[src/verilog/seq_pkg.sv]
// Shared types and constants for the vector instruction sequencer.
// Every sequencer block imports this package for its IDs, register
// indices, opcode and unit encodings, and request structs

package seq_pkg;

  //////////////////////////////////////////////////////////////////////
  // Sizes
  //////////////////////////////////////////////////////////////////////

  // Instructions that may be in flight at once
  localparam int unsigned NrVInsn = 8;
  // Architectural vector registers
  localparam int unsigned NrVRegs = 32;
  // Functional units behind the sequencer
  localparam int unsigned NrUnits = 4;

  typedef logic [$clog2(NrVInsn)-1:0] vid_t;
  typedef logic [$clog2(NrVRegs)-1:0] vreg_t;
  // One bit per instruction ID
  typedef logic [NrVInsn-1:0]         vid_mask_t;

  //////////////////////////////////////////////////////////////////////
  // Encodings
  //////////////////////////////////////////////////////////////////////

  typedef enum logic [1:0] {
    UNIT_ALU,
    UNIT_MUL,
    UNIT_LOAD,
    UNIT_STORE
  } unit_e;

  // Grouped by target unit
  typedef enum logic [2:0] {
    OP_ADD,
    OP_SUB,
    OP_AND,
    OP_OR,
    OP_MUL,
    OP_MACC,
    OP_LOAD,
    OP_STORE
  } op_e;

  // Each opcode runs on exactly one unit
  function automatic unit_e unit_of(op_e op);
    unit_of = UNIT_STORE;
    case (op)
      OP_ADD, OP_SUB, OP_AND, OP_OR: unit_of = UNIT_ALU;
      OP_MUL, OP_MACC:               unit_of = UNIT_MUL;
      OP_LOAD:                       unit_of = UNIT_LOAD;
      default:                       unit_of = UNIT_STORE;
    endcase
  endfunction

  //////////////////////////////////////////////////////////////////////
  // Structs
  //////////////////////////////////////////////////////////////////////

  // Decoded instruction from the dispatcher
  typedef struct packed {
    op_e   op;
    vreg_t vd;
    vreg_t vs1;
    vreg_t vs2;
    logic  use_vd;
    logic  use_vs1;
    logic  use_vs2;
  } seq_req_t;

  // Instruction as handed to the functional units
  typedef struct packed {
    vid_t      id;
    op_e       op;
    unit_e     unit;
    vreg_t     vd;
    vreg_t     vs1;
    vreg_t     vs2;
    logic      use_vd;
    logic      use_vs1;
    logic      use_vs2;
    vid_mask_t hazard_vs1;
    vid_mask_t hazard_vs2;
    vid_mask_t hazard_vd;
  } issue_req_t;

  typedef struct packed {
    logic valid;
    vid_t vid;
  } unit_done_entry_t;

  // Completion pulses, indexed by unit_e
  typedef struct packed {
    unit_done_entry_t [NrUnits-1:0] unit;
  } unit_done_t;

  // Row N lists the IDs that instruction N waits on
  typedef vid_mask_t [NrVInsn-1:0] hazard_table_t;

endpackage

[src/verilog/issue_ctrl.sv]
// Issue control of the sequencer.
// Decides whether the dispatcher request is taken, registers the issued
// instruction and holds it while the units stall, and keeps the global
// table of dependencies between running instructions
`timescale 1ns/1ps

module issue_ctrl import seq_pkg::*; (
  input  logic               clk_i,
  input  logic               rst_ni,
  // Dispatcher handshake
  input  seq_req_t           req_i,
  input  logic               req_valid_i,
  output logic               req_ready_o,
  output logic               accept_o,
  // ID allocator
  input  vid_t               new_id_i,
  input  logic               id_full_i,
  // Queue room per unit
  input  logic [NrUnits-1:0] unit_room_i,
  input  vid_mask_t          running_i,
  // Dependencies of the incoming instruction
  input  vid_mask_t          hazard_vs1_i,
  input  vid_mask_t          hazard_vs2_i,
  input  vid_mask_t          hazard_vd_i,
  // Functional unit side
  output issue_req_t         issue_req_o,
  output logic               issue_valid_o,
  input  logic               issue_ready_i,
  output hazard_table_t      global_hazard_table_o
);

  issue_req_t    issue_req_d, issue_req_q;
  logic          issue_valid_d, issue_valid_q;
  hazard_table_t hazard_table_d, hazard_table_q;
  // Issued request not yet taken
  logic          hold;
  unit_e         req_unit;

  //////////////////////////////////////////////////////////////////////
  // Accept decision
  //////////////////////////////////////////////////////////////////////

  assign req_unit    = unit_of(req_i.op);
  assign hold        = issue_valid_q && !issue_ready_i;
  assign req_ready_o = !hold && !id_full_i && unit_room_i[req_unit];
  assign accept_o    = req_valid_i && req_ready_o;

  // Issue register, cleared when nothing new comes in
  always_comb begin : p_issue
    issue_req_d   = '0;
    issue_valid_d = 1'b0;
    if (hold) begin
      issue_req_d   = issue_req_q;
      issue_valid_d = 1'b1;
    end else if (accept_o) begin
      issue_req_d = '{
        id        : new_id_i,
        op        : req_i.op,
        unit      : req_unit,
        vd        : req_i.vd,
        vs1       : req_i.vs1,
        vs2       : req_i.vs2,
        use_vd    : req_i.use_vd,
        use_vs1   : req_i.use_vs1,
        use_vs2   : req_i.use_vs2,
        hazard_vs1: hazard_vs1_i,
        hazard_vs2: hazard_vs2_i,
        hazard_vd : hazard_vd_i
      };
      issue_valid_d = 1'b1;
    end
  end

  //////////////////////////////////////////////////////////////////////
  // Global hazard table
  //////////////////////////////////////////////////////////////////////

  always_comb begin : p_table
    hazard_table_d = hazard_table_q;
    // New row lists every producer of the new instruction
    if (accept_o) begin
      hazard_table_d[new_id_i] = hazard_vs1_i | hazard_vs2_i | hazard_vd_i;
    end
    // Finished producers drop out of every row
    for (int unsigned r = 0; r < NrVInsn; r++) begin
      hazard_table_d[r] &= running_i;
    end
  end

  always_ff @(posedge clk_i or negedge rst_ni) begin
    if (!rst_ni) begin
      issue_req_q    <= '0;
      issue_valid_q  <= 1'b0;
      hazard_table_q <= '0;
    end else begin
      issue_req_q    <= issue_req_d;
      issue_valid_q  <= issue_valid_d;
      hazard_table_q <= hazard_table_d;
    end
  end

  assign issue_req_o           = issue_req_q;
  assign issue_valid_o         = issue_valid_q;
  assign global_hazard_table_o = hazard_table_q;

  // Stalled request stays put until the units take it
  a_hold_stable : assert property (@(posedge clk_i) disable iff (!rst_ni)
    (issue_valid_q && !issue_ready_i) |=> (issue_valid_q && $stable(issue_req_q)))
    else $error("Issued request changed under back-pressure");

  // The allocator must never offer an ID that is still in flight
  a_new_id_free : assert property (@(posedge clk_i) disable iff (!rst_ni)
    accept_o |-> !running_i[new_id_i])
    else $error("Accepted with busy ID %0d", new_id_i);

endmodule

[src/verilog/unit_queue_counters.sv]
// Occupancy counters for the functional unit instruction queues.
// Each counter rises on an accept to its unit and falls on that unit's
// done pulse; the room flags gate new requests
`timescale 1ns/1ps

module unit_queue_counters import seq_pkg::*; #(
  parameter int unsigned QueueDepth = 2
) (
  input  logic               clk_i,
  input  logic               rst_ni,
  // Accepted instruction
  input  logic               accept_i,
  input  op_e                op_i,
  // Completion pulses from the units
  input  unit_done_t         unit_done_i,
  // Space left in each queue
  output logic [NrUnits-1:0] unit_room_o
);

  // Must hold the value QueueDepth itself
  localparam int unsigned CntWidth = $clog2(QueueDepth + 1);

  typedef logic [CntWidth-1:0] cnt_t;

  unit_e acc_unit;

  assign acc_unit = unit_of(op_i);

  for (genvar u = 0; u < NrUnits; u++) begin : gen_cnt
    cnt_t cnt_q;
    logic cnt_up;
    logic cnt_down;

    assign cnt_up   = accept_i && (acc_unit == unit_e'(u));
    assign cnt_down = unit_done_i.unit[u].valid;

    // Hold when one enters and one leaves in the same cycle
    always_ff @(posedge clk_i or negedge rst_ni) begin
      if (!rst_ni) begin
        cnt_q <= '0;
      end else if (cnt_up && !cnt_down) begin
        cnt_q <= cnt_q + cnt_t'(1);
      end else if (cnt_down && !cnt_up) begin
        cnt_q <= cnt_q - cnt_t'(1);
      end
    end

    assign unit_room_o[u] = (cnt_q < cnt_t'(QueueDepth));

    a_cnt_max : assert property (@(posedge clk_i) disable iff (!rst_ni)
      cnt_q <= cnt_t'(QueueDepth))
      else $error("Queue counter %0d above depth", u);

    a_cnt_underflow : assert property (@(posedge clk_i) disable iff (!rst_ni)
      (cnt_down && !cnt_up) |-> (cnt_q != '0))
      else $error("Queue counter %0d underflow", u);
  end

endmodule

[src/verilog/vector_sequencer.sv]
// Top level of the single-issue vector instruction sequencer.
// Connects the ID allocator, register tracker, queue counters and issue
// control between the dispatcher and the functional units
`timescale 1ns/1ps

module vector_sequencer import seq_pkg::*; #(
  parameter int unsigned QueueDepth = 2
) (
  input  logic          clk_i,
  input  logic          rst_ni,
  // Dispatcher
  input  seq_req_t      req_i,
  input  logic          req_valid_i,
  output logic          req_ready_o,
  // Functional units
  output issue_req_t    issue_req_o,
  output logic          issue_valid_o,
  input  logic          issue_ready_i,
  input  unit_done_t    unit_done_i,
  // Status
  output hazard_table_t global_hazard_table_o,
  output logic          idle_o
);

  logic               accept;
  vid_t               new_id;
  logic               id_full;
  vid_mask_t          running;
  logic [NrUnits-1:0] unit_room;
  vid_mask_t          hazard_vs1, hazard_vs2, hazard_vd;

  vid_allocator i_vid_allocator (
    .clk_i       (clk_i),
    .rst_ni      (rst_ni),
    .alloc_i     (accept),
    .alloc_unit_i(unit_of(req_i.op)),
    .unit_done_i (unit_done_i),
    .next_id_o   (new_id),
    .full_o      (id_full),
    .running_o   (running),
    .idle_o      (idle_o)
  );

  vreg_tracker i_vreg_tracker (
    .clk_i       (clk_i),
    .rst_ni      (rst_ni),
    .req_i       (req_i),
    .accept_i    (accept),
    .new_id_i    (new_id),
    .running_i   (running),
    .hazard_vs1_o(hazard_vs1),
    .hazard_vs2_o(hazard_vs2),
    .hazard_vd_o (hazard_vd)
  );

  unit_queue_counters #(
    .QueueDepth(QueueDepth)
  ) i_unit_queue_counters (
    .clk_i      (clk_i),
    .rst_ni     (rst_ni),
    .accept_i   (accept),
    .op_i       (req_i.op),
    .unit_done_i(unit_done_i),
    .unit_room_o(unit_room)
  );

  issue_ctrl i_issue_ctrl (
    .clk_i                (clk_i),
    .rst_ni               (rst_ni),
    .req_i                (req_i),
    .req_valid_i          (req_valid_i),
    .req_ready_o          (req_ready_o),
    .accept_o             (accept),
    .new_id_i             (new_id),
    .id_full_i            (id_full),
    .unit_room_i          (unit_room),
    .running_i            (running),
    .hazard_vs1_i         (hazard_vs1),
    .hazard_vs2_i         (hazard_vs2),
    .hazard_vd_i          (hazard_vd),
    .issue_req_o          (issue_req_o),
    .issue_valid_o        (issue_valid_o),
    .issue_ready_i        (issue_ready_i),
    .global_hazard_table_o(global_hazard_table_o)
  );

endmodule

[src/verilog/vid_allocator.sv]
// Instruction ID bookkeeping for the sequencer.
// Keeps a running bit per unit and ID, offers the lowest free ID to the
// issue logic and flags when nothing is in flight
`timescale 1ns/1ps

module vid_allocator import seq_pkg::*; (
  input  logic       clk_i,
  input  logic       rst_ni,
  // Allocation on an accepted instruction
  input  logic       alloc_i,
  input  unit_e      alloc_unit_i,
  // Completion pulses from the units
  input  unit_done_t unit_done_i,
  // ID offer and running state
  output vid_t       next_id_o,
  output logic       full_o,
  output vid_mask_t  running_o,
  output logic       idle_o
);

  // A set bit means the ID is running on that unit
  vid_mask_t [NrUnits-1:0] running_d, running_q;
  // Running anywhere
  vid_mask_t               running_all;

  always_comb begin : p_running
    running_d = running_q;
    // Retire finished instructions
    for (int unsigned u = 0; u < NrUnits; u++) begin
      if (unit_done_i.unit[u].valid) begin
        running_d[u][unit_done_i.unit[u].vid] = 1'b0;
      end
    end
    // Claim the offered ID on its target unit
    if (alloc_i) begin
      running_d[alloc_unit_i][next_id_o] = 1'b1;
    end
  end

  always_ff @(posedge clk_i or negedge rst_ni) begin
    if (!rst_ni) begin
      running_q <= '0;
    end else begin
      running_q <= running_d;
    end
  end

  always_comb begin : p_running_all
    running_all = '0;
    for (int unsigned u = 0; u < NrUnits; u++) begin
      running_all |= running_q[u];
    end
  end

  // Lowest free ID wins, scan from the top so the last hit is the smallest
  always_comb begin : p_next_id
    next_id_o = '0;
    for (int i = NrVInsn - 1; i >= 0; i--) begin
      if (!running_all[i]) begin
        next_id_o = vid_t'(i);
      end
    end
  end

  assign full_o    = &running_all;
  assign idle_o    = ~|running_all;
  assign running_o = running_all;

  // A unit may only finish what it was given
  for (genvar u = 0; u < NrUnits; u++) begin : gen_done_check
    a_done_running : assert property (@(posedge clk_i) disable iff (!rst_ni)
      unit_done_i.unit[u].valid |-> running_q[u][unit_done_i.unit[u].vid])
      else $error("Done on unit %0d for idle ID %0d", u, unit_done_i.unit[u].vid);
  end

endmodule

[src/verilog/vreg_tracker.sv]
// Vector register access lists for hazard detection.
// Records the last reader and writer ID of every register and compares an
// incoming instruction against them to form its RAW, WAR and WAW masks
`timescale 1ns/1ps

module vreg_tracker import seq_pkg::*; (
  input  logic      clk_i,
  input  logic      rst_ni,
  // Incoming instruction and its acceptance
  input  seq_req_t  req_i,
  input  logic      accept_i,
  input  vid_t      new_id_i,
  // IDs still in flight
  input  vid_mask_t running_i,
  // Dependencies of the incoming instruction
  output vid_mask_t hazard_vs1_o,
  output vid_mask_t hazard_vs2_o,
  output vid_mask_t hazard_vd_o
);

  // Last instruction touching a register
  typedef struct packed {
    vid_t vid;
    logic valid;
  } vreg_access_t;

  vreg_access_t [NrVRegs-1:0] read_list_d, read_list_q;
  vreg_access_t [NrVRegs-1:0] write_list_d, write_list_q;

  // Entry is valid and its owner has not finished yet
  logic [NrVRegs-1:0] rd_live, wr_live;

  always_comb begin : p_live
    for (int unsigned v = 0; v < NrVRegs; v++) begin
      rd_live[v] = read_list_q[v].valid & running_i[read_list_q[v].vid];
      wr_live[v] = write_list_q[v].valid & running_i[write_list_q[v].vid];
    end
  end

  //////////////////////////////////////////////////////////////////////
  // Hazards
  //////////////////////////////////////////////////////////////////////

  always_comb begin : p_hazard
    hazard_vs1_o = '0;
    hazard_vs2_o = '0;
    hazard_vd_o  = '0;
    // RAW on the sources
    if (req_i.use_vs1 && wr_live[req_i.vs1]) begin
      hazard_vs1_o[write_list_q[req_i.vs1].vid] = 1'b1;
    end
    if (req_i.use_vs2 && wr_live[req_i.vs2]) begin
      hazard_vs2_o[write_list_q[req_i.vs2].vid] = 1'b1;
    end
    // WAR and WAW share the destination mask
    if (req_i.use_vd) begin
      if (rd_live[req_i.vd]) begin
        hazard_vd_o[read_list_q[req_i.vd].vid] = 1'b1;
      end
      if (wr_live[req_i.vd]) begin
        hazard_vd_o[write_list_q[req_i.vd].vid] = 1'b1;
      end
    end
  end

  //////////////////////////////////////////////////////////////////////
  // Access list update
  //////////////////////////////////////////////////////////////////////

  always_comb begin : p_lists
    // Drop entries whose owner has retired
    for (int unsigned v = 0; v < NrVRegs; v++) begin
      read_list_d[v]  = '{vid: read_list_q[v].vid, valid: rd_live[v]};
      write_list_d[v] = '{vid: write_list_q[v].vid, valid: wr_live[v]};
    end
    // New instruction becomes the latest writer and reader
    if (accept_i) begin
      if (req_i.use_vd) begin
        write_list_d[req_i.vd] = '{vid: new_id_i, valid: 1'b1};
      end
      if (req_i.use_vs1) begin
        read_list_d[req_i.vs1] = '{vid: new_id_i, valid: 1'b1};
      end
      if (req_i.use_vs2) begin
        read_list_d[req_i.vs2] = '{vid: new_id_i, valid: 1'b1};
      end
    end
  end

  always_ff @(posedge clk_i or negedge rst_ni) begin
    if (!rst_ni) begin
      read_list_q  <= '0;
      write_list_q <= '0;
    end else begin
      read_list_q  <= read_list_d;
      write_list_q <= write_list_d;
    end
  end

endmodule
[config.mk]
export PLATFORM = sky130hd
export DESIGN_NAME = vector_sequencer
export DESIGN_NICKNAME = d
export VERILOG_FILES = /design/src/verilog/seq_pkg.sv /design/src/verilog/issue_ctrl.sv /design/src/verilog/unit_queue_counters.sv /design/src/verilog/vector_sequencer.sv /design/src/verilog/vid_allocator.sv /design/src/verilog/vreg_tracker.sv
export SDC_FILE = /design/constraint.sdc
export NUM_CORES = 1
export LEC_CHECK = 0
export BUFFER_PORTS_ARGS = -buffer_cell sky130_fd_sc_hd__buf_4
export CAP_MARGIN = 20
export CORE_UTILIZATION = 45
export CTS_BUF_LIST = sky130_fd_sc_hd__clkbuf_16
export DETAILED_ROUTE_END_ITERATION = 16
export MAX_ROUTING_LAYER = met4
export SLEW_MARGIN = 0
export SYNTH_ARGS = -nofsm -noshare
export SYNTH_HDL_FRONTEND = slang
export SYNTH_SLANG_ARGS = --single-unit
[constraint.sdc]
create_clock -name clk_i -period 3.8 [get_ports clk_i]
set_input_delay 0.38 -clock clk_i [delete_from_list [all_inputs] [get_ports clk_i]]
set_output_delay 0.38 -clock clk_i [all_outputs]
set_load 0.01 [all_outputs]
==> impl_metrics.py, run 1 <==
metrics = {
    "route": {
        "drtIter0Drc": 3684,
        "dr.pass1.iters": 8,
        "routedWlPerCell_um": 33.01,
        "avgViaCountPerCell": 6.832,
        "vias": 27095,
        "finalWirelength_mm": 130.9,
        "antenna_left": 0,
        "drc": 0,
    },
    "clock_network": {
        "cts.sinks": 411,
        "cts_root_buffer": "clkbuf_16",
        "cts_tree": "built",
        "cts_buffers": 48,
        "clk_latency_ns": 0.62,
        "htree_levels": 2,
        "clockBufferDepth": 3,
        "clk_pin_slew_ns": 0.06,
    },
    "sta": {
        "period_share_pct": 102.2,
        "setup-tns-final_ns": -1.169,
        "max-slew-margin-rel_pct": 15.65,
        "grt_setup_unrepaired": "yes",
        "clock.fmax_mhz": 257.6,
        "finalClockSkew_ns": 0.04783,
        "slew_viol_final": 0,
        "setup_viol": 39,
        "setup_slack_ns": -0.08244,
        "hold_slack_ns": 0.05447,
        "worstMarginPinSlew_ns": 1.252,
        "finalHoldViolations": 0,
        "period_minus_slack_ns": 3.882,
    },
    "final_layout": {
        "fin_nets": 3198,
        "final_util_pct": 59.32,
        "seq_area_um2": 10280,
        "layout_common_cells": "buf_4 (556), dfrtp_1 (411), nand2_1 (263)",
        "layout_commonest_cell": "buf_4",
        "n_fill_cell": 5043,
        "multiInputGateArea_um2": 16350,
        "drive_above_1_share_pct": 38.56,
        "area_growth_pct": 30.37,
    },
    "yosys": {
        "synth_top_family_by_area": "multiplexers",
        "synth_seq_cells": 411,
        "synthXorXnorAreaFrac_pct": 0.3914,
        "synth-edff-count": 0,
        "ys_types": 88,
        "yosysWarningCount": 0,
        "netlist_area_um2": 26850,
        "ys_seq_area_share_pct": 38.30,
        "yosys.area_share.simple_pct": 18.37,
        "synth_mux_area_share_pct": 22.97,
        "synth_fa_ha_area_share_pct": 0.1864,
        "syn_avg_cell_area_um2": 9.917,
        "syn_nets": 2753,
        "synthArstFlopShare_pct": 100.0,
        "synth-compound-area-share_pct": 15.35,
        "synth-main-ff-cell": "dfrtp_1",
        "synthCells": 2708,
    },
    "global_routing": {
        "gr-total-overflow": 0,
        "grt_pass1_wl_mm": 185.2,
        "grt_usage_pct": 43.68,
        "grt_max_degree": 88,
        "antenna_found_initial": 3,
        "grt_pass1_vias": 25679,
    },
    "worst_setup_path": {
        "crit_path_end_kind": "register",
        "startpoint_type": "register",
        "crit_fanout": 12,
        "ff2ff_setup_slack_ns": -0.08,
        "critical_path_required_ns": 4.34,
        "cp.arrival_ns": 4.42,
        "critPathKind": "reg2reg",
    },
    "die": {
        "die_area_um2": 60660,
        "die_h_um": 246.3,
        "initial_utilization_pct": 45.50,
        "std_cell_rows": 89,
        "io_pins": 158,
        "die_w_um": 246.3,
        "core_area_um2": 59020,
    },
    "hold_path": {
        "min_path_type": "in2reg",
    },
    "job": {
        "max_cap_viol_count": 0,
    },
    "placement": {
        "gp_congestion": 1.056,
        "io_buffers": 157,
        "hpwl_mm": 96.35,
    },
    "power_and_ir_drop": {
        "leakagePower_nw": 15.13,
        "ir_drop_uv": 847.0,
        "power_density_nw_per_um2": 670.4,
    },
    "outcome": {
        "violations": "setup timing",
        "outcome": "complete, but fails checks",
    },
}
what timing repair did:
item,CTS,global route
pin swaps,26,45
endpoints found under the setup margin,81,94
buffers inserted,22,22
hold buffers,1,0
resized for setup,98,116
hold endpoints to repair,78,0
gates cloned,2,2
cells by family after synthesis:
group           count (synthesis)
xor+xnor                       12
compound gates                604
fa+ha+maj                       4
simple gates                  942
mux                           444
buf+inv                       291
flops                         411
layer usage:
| metal | share of wire (%) | vias to the layer above | track usage, % |
|---|---|---|---|
| met2 | 43 | 1861 | 63.55 |
| met1 | 40 | 13628 | 59.07 |
| met4 | 6.2 | 0 | 21.06 |
| li1 | - | 11174 | - |
| met3 | 10 | 432 | 7.309 |
| met5 | 0 | - | - |
critical path, cell delays in order (launching register included):
cell       delay, ns
dfrtp_1         0.43
or4_4           0.25
buf_12          0.20
buf_4           0.20
nor2_1          0.06
a2111oi_0       0.52
nor4_1          0.14
buf_4           0.17
a31oi_1         0.24
nand4_1         0.13
buf_4           0.18
or3b_4          0.45
buf_6           0.15
nor4_4          0.29
nor4_4          0.08
buf_6           0.16
a21oi_1         0.15
metrics by stage:
stage                     std cells  worst slack [ns]  power, mW  cell area (um^2)
final                          3966          -0.08244      23.47             35010
after floorplan                2708            0.4400      11.22             26850
after CTS                      3942          -0.03959      22.36             34260
after global routing           3965           -0.1094      24.02             35010
after detailed placement       3831           -0.4855      16.91             31980
after global placement         3831           -0.4495      16.75             31980
registers in the layout, summed over array words and instances (netlist names):
signal	cells
i_vreg_tracker.write_list_q	128
i_vid_allocator.running_q	32
i_issue_ctrl.issue_req_o	50
i_vreg_tracker.read_list_q	128
i_issue_ctrl.global_hazard_table_o	64
i_issue_ctrl.issue_valid_o	1
i_unit_queue_counters.gen_cnt.cnt_q	8
cell type report:
type	instances	area share [%]
multi-input combinational	2008	46.71
sequential	411	29.38
timing repair buffer	644	16.14
clock buffer	48	3.431
tap	773	2.763
clock inverter	39	1.129
inverter	40	0.4289
antenna	3	0.02144
power breakdown:
part	switching, mW	total [mW]	leakage, nW	internal [mW]
registers	1.07	6.12	5.67	5.05
clock network	2.02	4.80	0.801	2.78
logic	7.07	12.5	8.66	5.47
total	10.2	23.5	15.1	13.3
path summary, 6_finish.rpt:
kind / startpoint / endpoint / cells after the start
worst max-delay path: i_vid_allocator.running_q[29]$_DFF_PN0_ / i_issue_ctrl.global_hazard_table_o[40]$_DFF_PN0_ / 16
worst min-delay path: unit_done_i[1] / i_vid_allocator.running_q[0]$_DFF_PN0_ / 3
worst max register to register: i_vid_allocator.running_q[29]$_DFF_PN0_ / i_issue_ctrl.global_hazard_table_o[40]$_DFF_PN0_ / 16
worst min register to register: i_unit_queue_counters.gen_cnt[1].cnt_q[1]$_DFFE_PN0P_ / i_unit_queue_counters.gen_cnt[1].cnt_q[1]$_DFFE_PN0P_ / 1
max in group asynchronous: rst_ni / i_vreg_tracker.read_list_q[18]$_DFFE_PN0P_ / 3
min in group asynchronous: rst_ni / i_vreg_tracker.write_list_q[79]$_DFFE_PN0P_ / 2
synth_stat cells, types with 16 or more instances:
library cell / instances / share of area, %
dfrtp_1: 411 / 38
nand2_1: 264 / 3.7
mux2_2: 208 / 8.7
nor2_1: 208 / 2.9
clkbuf_1: 181 / 2.5
o21ai_0: 173 / 3.2
mux2i_1: 119 / 4.4
mux4_2: 117 / 9.8
o22ai_1: 89 / 2.1
a21oi_1: 69 / 1.3
nor3_1: 63 / 1.2
nand2b_1: 62 / 1.4
nand3_1: 60 / 1.1
a2111oi_0: 46 / 1.5
nand4_1: 46 / 1.1
buf_2: 42 / 0.78
inv_1: 39 / 0.55
a22oi_1: 30 / 0.84
nor4_1: 30 / 0.70
or2_2: 27 / 0.63
nor2b_1: 26 / 0.61
nand3b_1: 25 / 0.70
a22o_1: 22 / 0.72
nor3b_1: 22 / 0.62
buf_1: 20 / 0.28
a211oi_1: 18 / 0.50
o31ai_1: 16 / 0.45
or4_1: 16 / 0.45
(Power assumes the default switching activity.)
==> run 2, diff against run 1 <==
ABC_AREA = 1   (was not set)
clock period = 5.03 ns   (was 3.8 ns; I/O delays follow)
==> run 2 against run 1 <==
Net effect:
- the run now ends clean
- wire length fell by 12%
- critical path type unchanged
- cell area fell by 16%
- first-iteration DRC count fell by 2.6%
- synthesized area fell by 3.6%
- setup slack improved by 1.0 ns
- hold slack improved by 0.11 ns
- largest cell class unchanged
- final cell count rose by 14%
- count of clock-buffer cells in the layout rose by 1
- via count rose by 5.7%
==> impl_metrics.py, run 2 <==
metrics = {
    "power_and_ir_drop": {
        "p_clk_share_pct": 21.5,
        "swShare_pct": 50.64,
        "combPwrFrac_pct": 49.8,
        "ir_drop_uv": 757.7,
        "seqPwrFrac_pct": 28.7,
        "power_switching_mw": 8.498,
        "leakagePower_nw": 14.51,
        "p_int_mw": 8.284,
        "power_density_nw_per_um2": 572.3,
    },
    "yosys": {
        "yosysWarningCount": 0,
        "synth_top_area_share_pct": 39.71,
        "ys_seq_area_share_pct": 39.71,
        "synth_top_family_by_area": "simple AND/OR/NAND/NOR gates",
        "synth_mux_area_share_pct": 0,
        "synth.most_common_cell": "nand2_1",
        "synth-compound-area-share_pct": 16.64,
        "ys_types": 39,
        "synth-edff-count": 0,
        "synthArstFlopShare_pct": 100.0,
        "synth_fa_ha_area_share_pct": 0.1932,
        "synth_seq_cells": 411,
        "yosys.area_share.simple_pct": 34.01,
        "netlist_area_um2": 25900,
        "synthCells": 3667,
        "syn_avg_cell_area_um2": 7.063,
        "syn_nets": 3712,
        "yosys-top-cells-count": "nand2_1 (1,002), nand3_1 (739), dfrtp_1 (411), inv_1 (347), o21ai_0 (250)",
        "synthXorXnorAreaFrac_pct": 0.2705,
        "synth-main-ff-cell": "dfrtp_1",
        "synth_area_leaders": "dfrtp_1 (40%), nand2_1 (15%), nand3_1 (14%)",
        "synth_area_leader_cell": "dfrtp_1",
    },
    "sta": {
        "finalHoldViolations": 0,
        "grt_setup_unrepaired": "no",
        "worstMarginPinSlew_ns": 1.185,
        "max-slew-margin-rel_pct": 20.39,
        "hold_slack_ns": 0.1607,
        "slew_viol_final": 0,
        "setup-tns-final_ns": 0,
        "period_share_pct": 81.10,
        "period_minus_slack_ns": 4.079,
        "finalClockSkew_ns": 0.02648,
        "setup_slack_ns": 0.9507,
        "clock.fmax_mhz": 245.1,
        "setup_viol": 0,
    },
    "route": {
        "vias": 28637,
        "dr.pass1.iters": 7,
        "drtIter0Drc": 3590,
        "avgViaCountPerCell": 6.322,
        "routedWlPerCell_um": 25.45,
        "antenna_left": 0,
        "finalWirelength_mm": 115.3,
        "drc": 0,
    },
    "final_layout": {
        "layout_commonest_cell": "nand2_1",
        "n_fill_cell": 5481,
        "final_util_pct": 51.80,
        "drive_above_1_share_pct": 11.06,
        "multiInputGateArea_um2": 13390,
        "area_growth_pct": 13.21,
        "seq_area_um2": 10280,
        "fin_nets": 3779,
        "layout_common_cells": "nand2_1 (1,000), nand3_1 (739), dfrtp_1 (411)",
    },
    "die": {
        "die_w_um": 241.9,
        "die_h_um": 241.9,
        "std_cell_rows": 87,
        "die_area_um2": 58520,
        "initial_utilization_pct": 45.76,
        "io_pins": 158,
        "core_area_um2": 56600,
    },
    "worst_setup_path": {
        "cp.arrival_ns": 4.64,
        "critPathMostFrequentCell": "nand3_1",
        "crit_fanout": 16,
        "ff2ff_setup_slack_ns": 0.95,
        "path_delay_family": "simple AND/OR/NAND/NOR gates",
        "cp_num_buf_inv": 3,
        "crit_cells": 18,
        "critical_path_required_ns": 5.60,
        "crit_path_end_kind": "register",
        "critPathKind": "reg2reg",
        "crit_path_top_delay_cell": "inv_1",
        "critPathMaxStageDelay_ns": 0.64,
        "rr_worst_depth": 18,
        "cp_cell_sequence": "nor2_4, nand2_2, inv_1, nand2_1, nand3_1, nand3_1, nand3_1, nand2_1, nand2_1, o21ai_0, nand3_1, nor2_2, nand3_1, nand2_1, inv_2, nand3_1, nand2_1, inv_1",
        "startpoint_type": "register",
    },
    "placement": {
        "io_buffers": 157,
        "dp_slack_ns": 1.062,
        "hpwl_mm": 76.63,
        "gp_congestion": 1.038,
    },
    "global_routing": {
        "use_met1_pct": 51.41,
        "grt_util_met2_pct": 58.37,
        "grt_pass1_wl_mm": 171.4,
        "grt_max_degree": 137,
        "grt_usage_pct": 39.73,
        "antenna_found_initial": 1,
        "grt_pass1_vias": 27107,
        "grt.busiest_layer": "met2",
        "gr-total-overflow": 0,
        "grt_util_met3_pct": 8.009,
    },
    "clock_network": {
        "clk_latency_ns": 0.63,
        "cts_buffers": 48,
        "clockBufferDepth": 3,
        "cts_tree": "built",
        "cts.sinks": 411,
        "clk_pin_slew_ns": 0.06,
        "cts_root_buffer": "clkbuf_16",
        "htree_levels": 2,
        "ctsResizeCount": 0,
    },
    "job": {
        "max_cap_viol_count": 0,
    },
    "hold_path": {
        "min_path_type": "in2reg",
        "hold-path-cell-count": 2,
    },
    "outcome": {
        "outcome": "finished, final reports clean",
    },
}
-- run 2: routing by layer --
layer / up-vias / wire [um]
li1: 12545 / -
met1: 13681 / 45550
met2: 1939 / 49830
met3: 472 / 12800
met4: 0 / 7107
met5: - / 0
-- run 2: repair_timing --
item,in CTS,in global routing
buffers inserted,0,0
hold buffers,1,0
endpoints found under the hold margin,81,0
-- run 2: metrics by stage --
step	std cells	cell area, um^2	total power, mW
global route	4529	29320	17.53
detailed placement	4439	27710	12.83
CTS	4528	29320	16.44
global placement	4439	27710	12.61
floorplan	3667	25900	9.795
finish	4530	29320	16.78
-- run 2: logic make-up after synthesis --
logic type	after synthesis
AO/OA/AOI/OAI	716
adder cells (fa/ha/maj)	4
AND/OR/NAND/NOR	1950
XOR/XNOR	8
flip-flops	411
buffers and inverters	578
-- run 2: worst paths after layout --
kind / start / end
max in group asynchronous: rst_ni / i_issue_ctrl.issue_req_o[47]$_DFFE_PN0N_
min in group asynchronous: rst_ni / i_vreg_tracker.write_list_q[89]$_DFFE_PN0P_
min: req_i[19] / i_issue_ctrl.issue_req_o[45]$_DFFE_PN0N_
max reg2reg: i_vid_allocator.running_q[14]$_DFF_PN0_ / i_issue_ctrl.global_hazard_table_o[38]$_DFF_PN0_
min reg2reg: i_unit_queue_counters.gen_cnt[1].cnt_q[0]$_DFFE_PN0P_ / i_unit_queue_counters.gen_cnt[1].cnt_q[0]$_DFFE_PN0P_
max: i_vid_allocator.running_q[14]$_DFF_PN0_ / i_issue_ctrl.global_hazard_table_o[38]$_DFF_PN0_
-- run 2: layout make-up --
type	instances	share of cell area, %
Multi-Input combinational cell	2678	45.68
Sequential cell	411	35.08
Timing Repair Buffer	217	5.718
Inverter	378	4.856
Clock buffer	49	4.182
Tap cell	756	3.226
Clock inverter	39	1.250
Antenna cell	2	0.01707
-- run 2: power groups by stage --
stage / registers [mW] / clock network, mW / logic [mW]
after floorplan: 4.49 / 0 / 5.30
after global placement: 4.80 / 0 / 7.81
after detailed placement: 4.83 / 0 / 8.00
after CTS: 4.79 / 3.64 / 8.01
after global routing: 4.90 / 3.76 / 8.87
final: 4.82 / 3.61 / 8.35
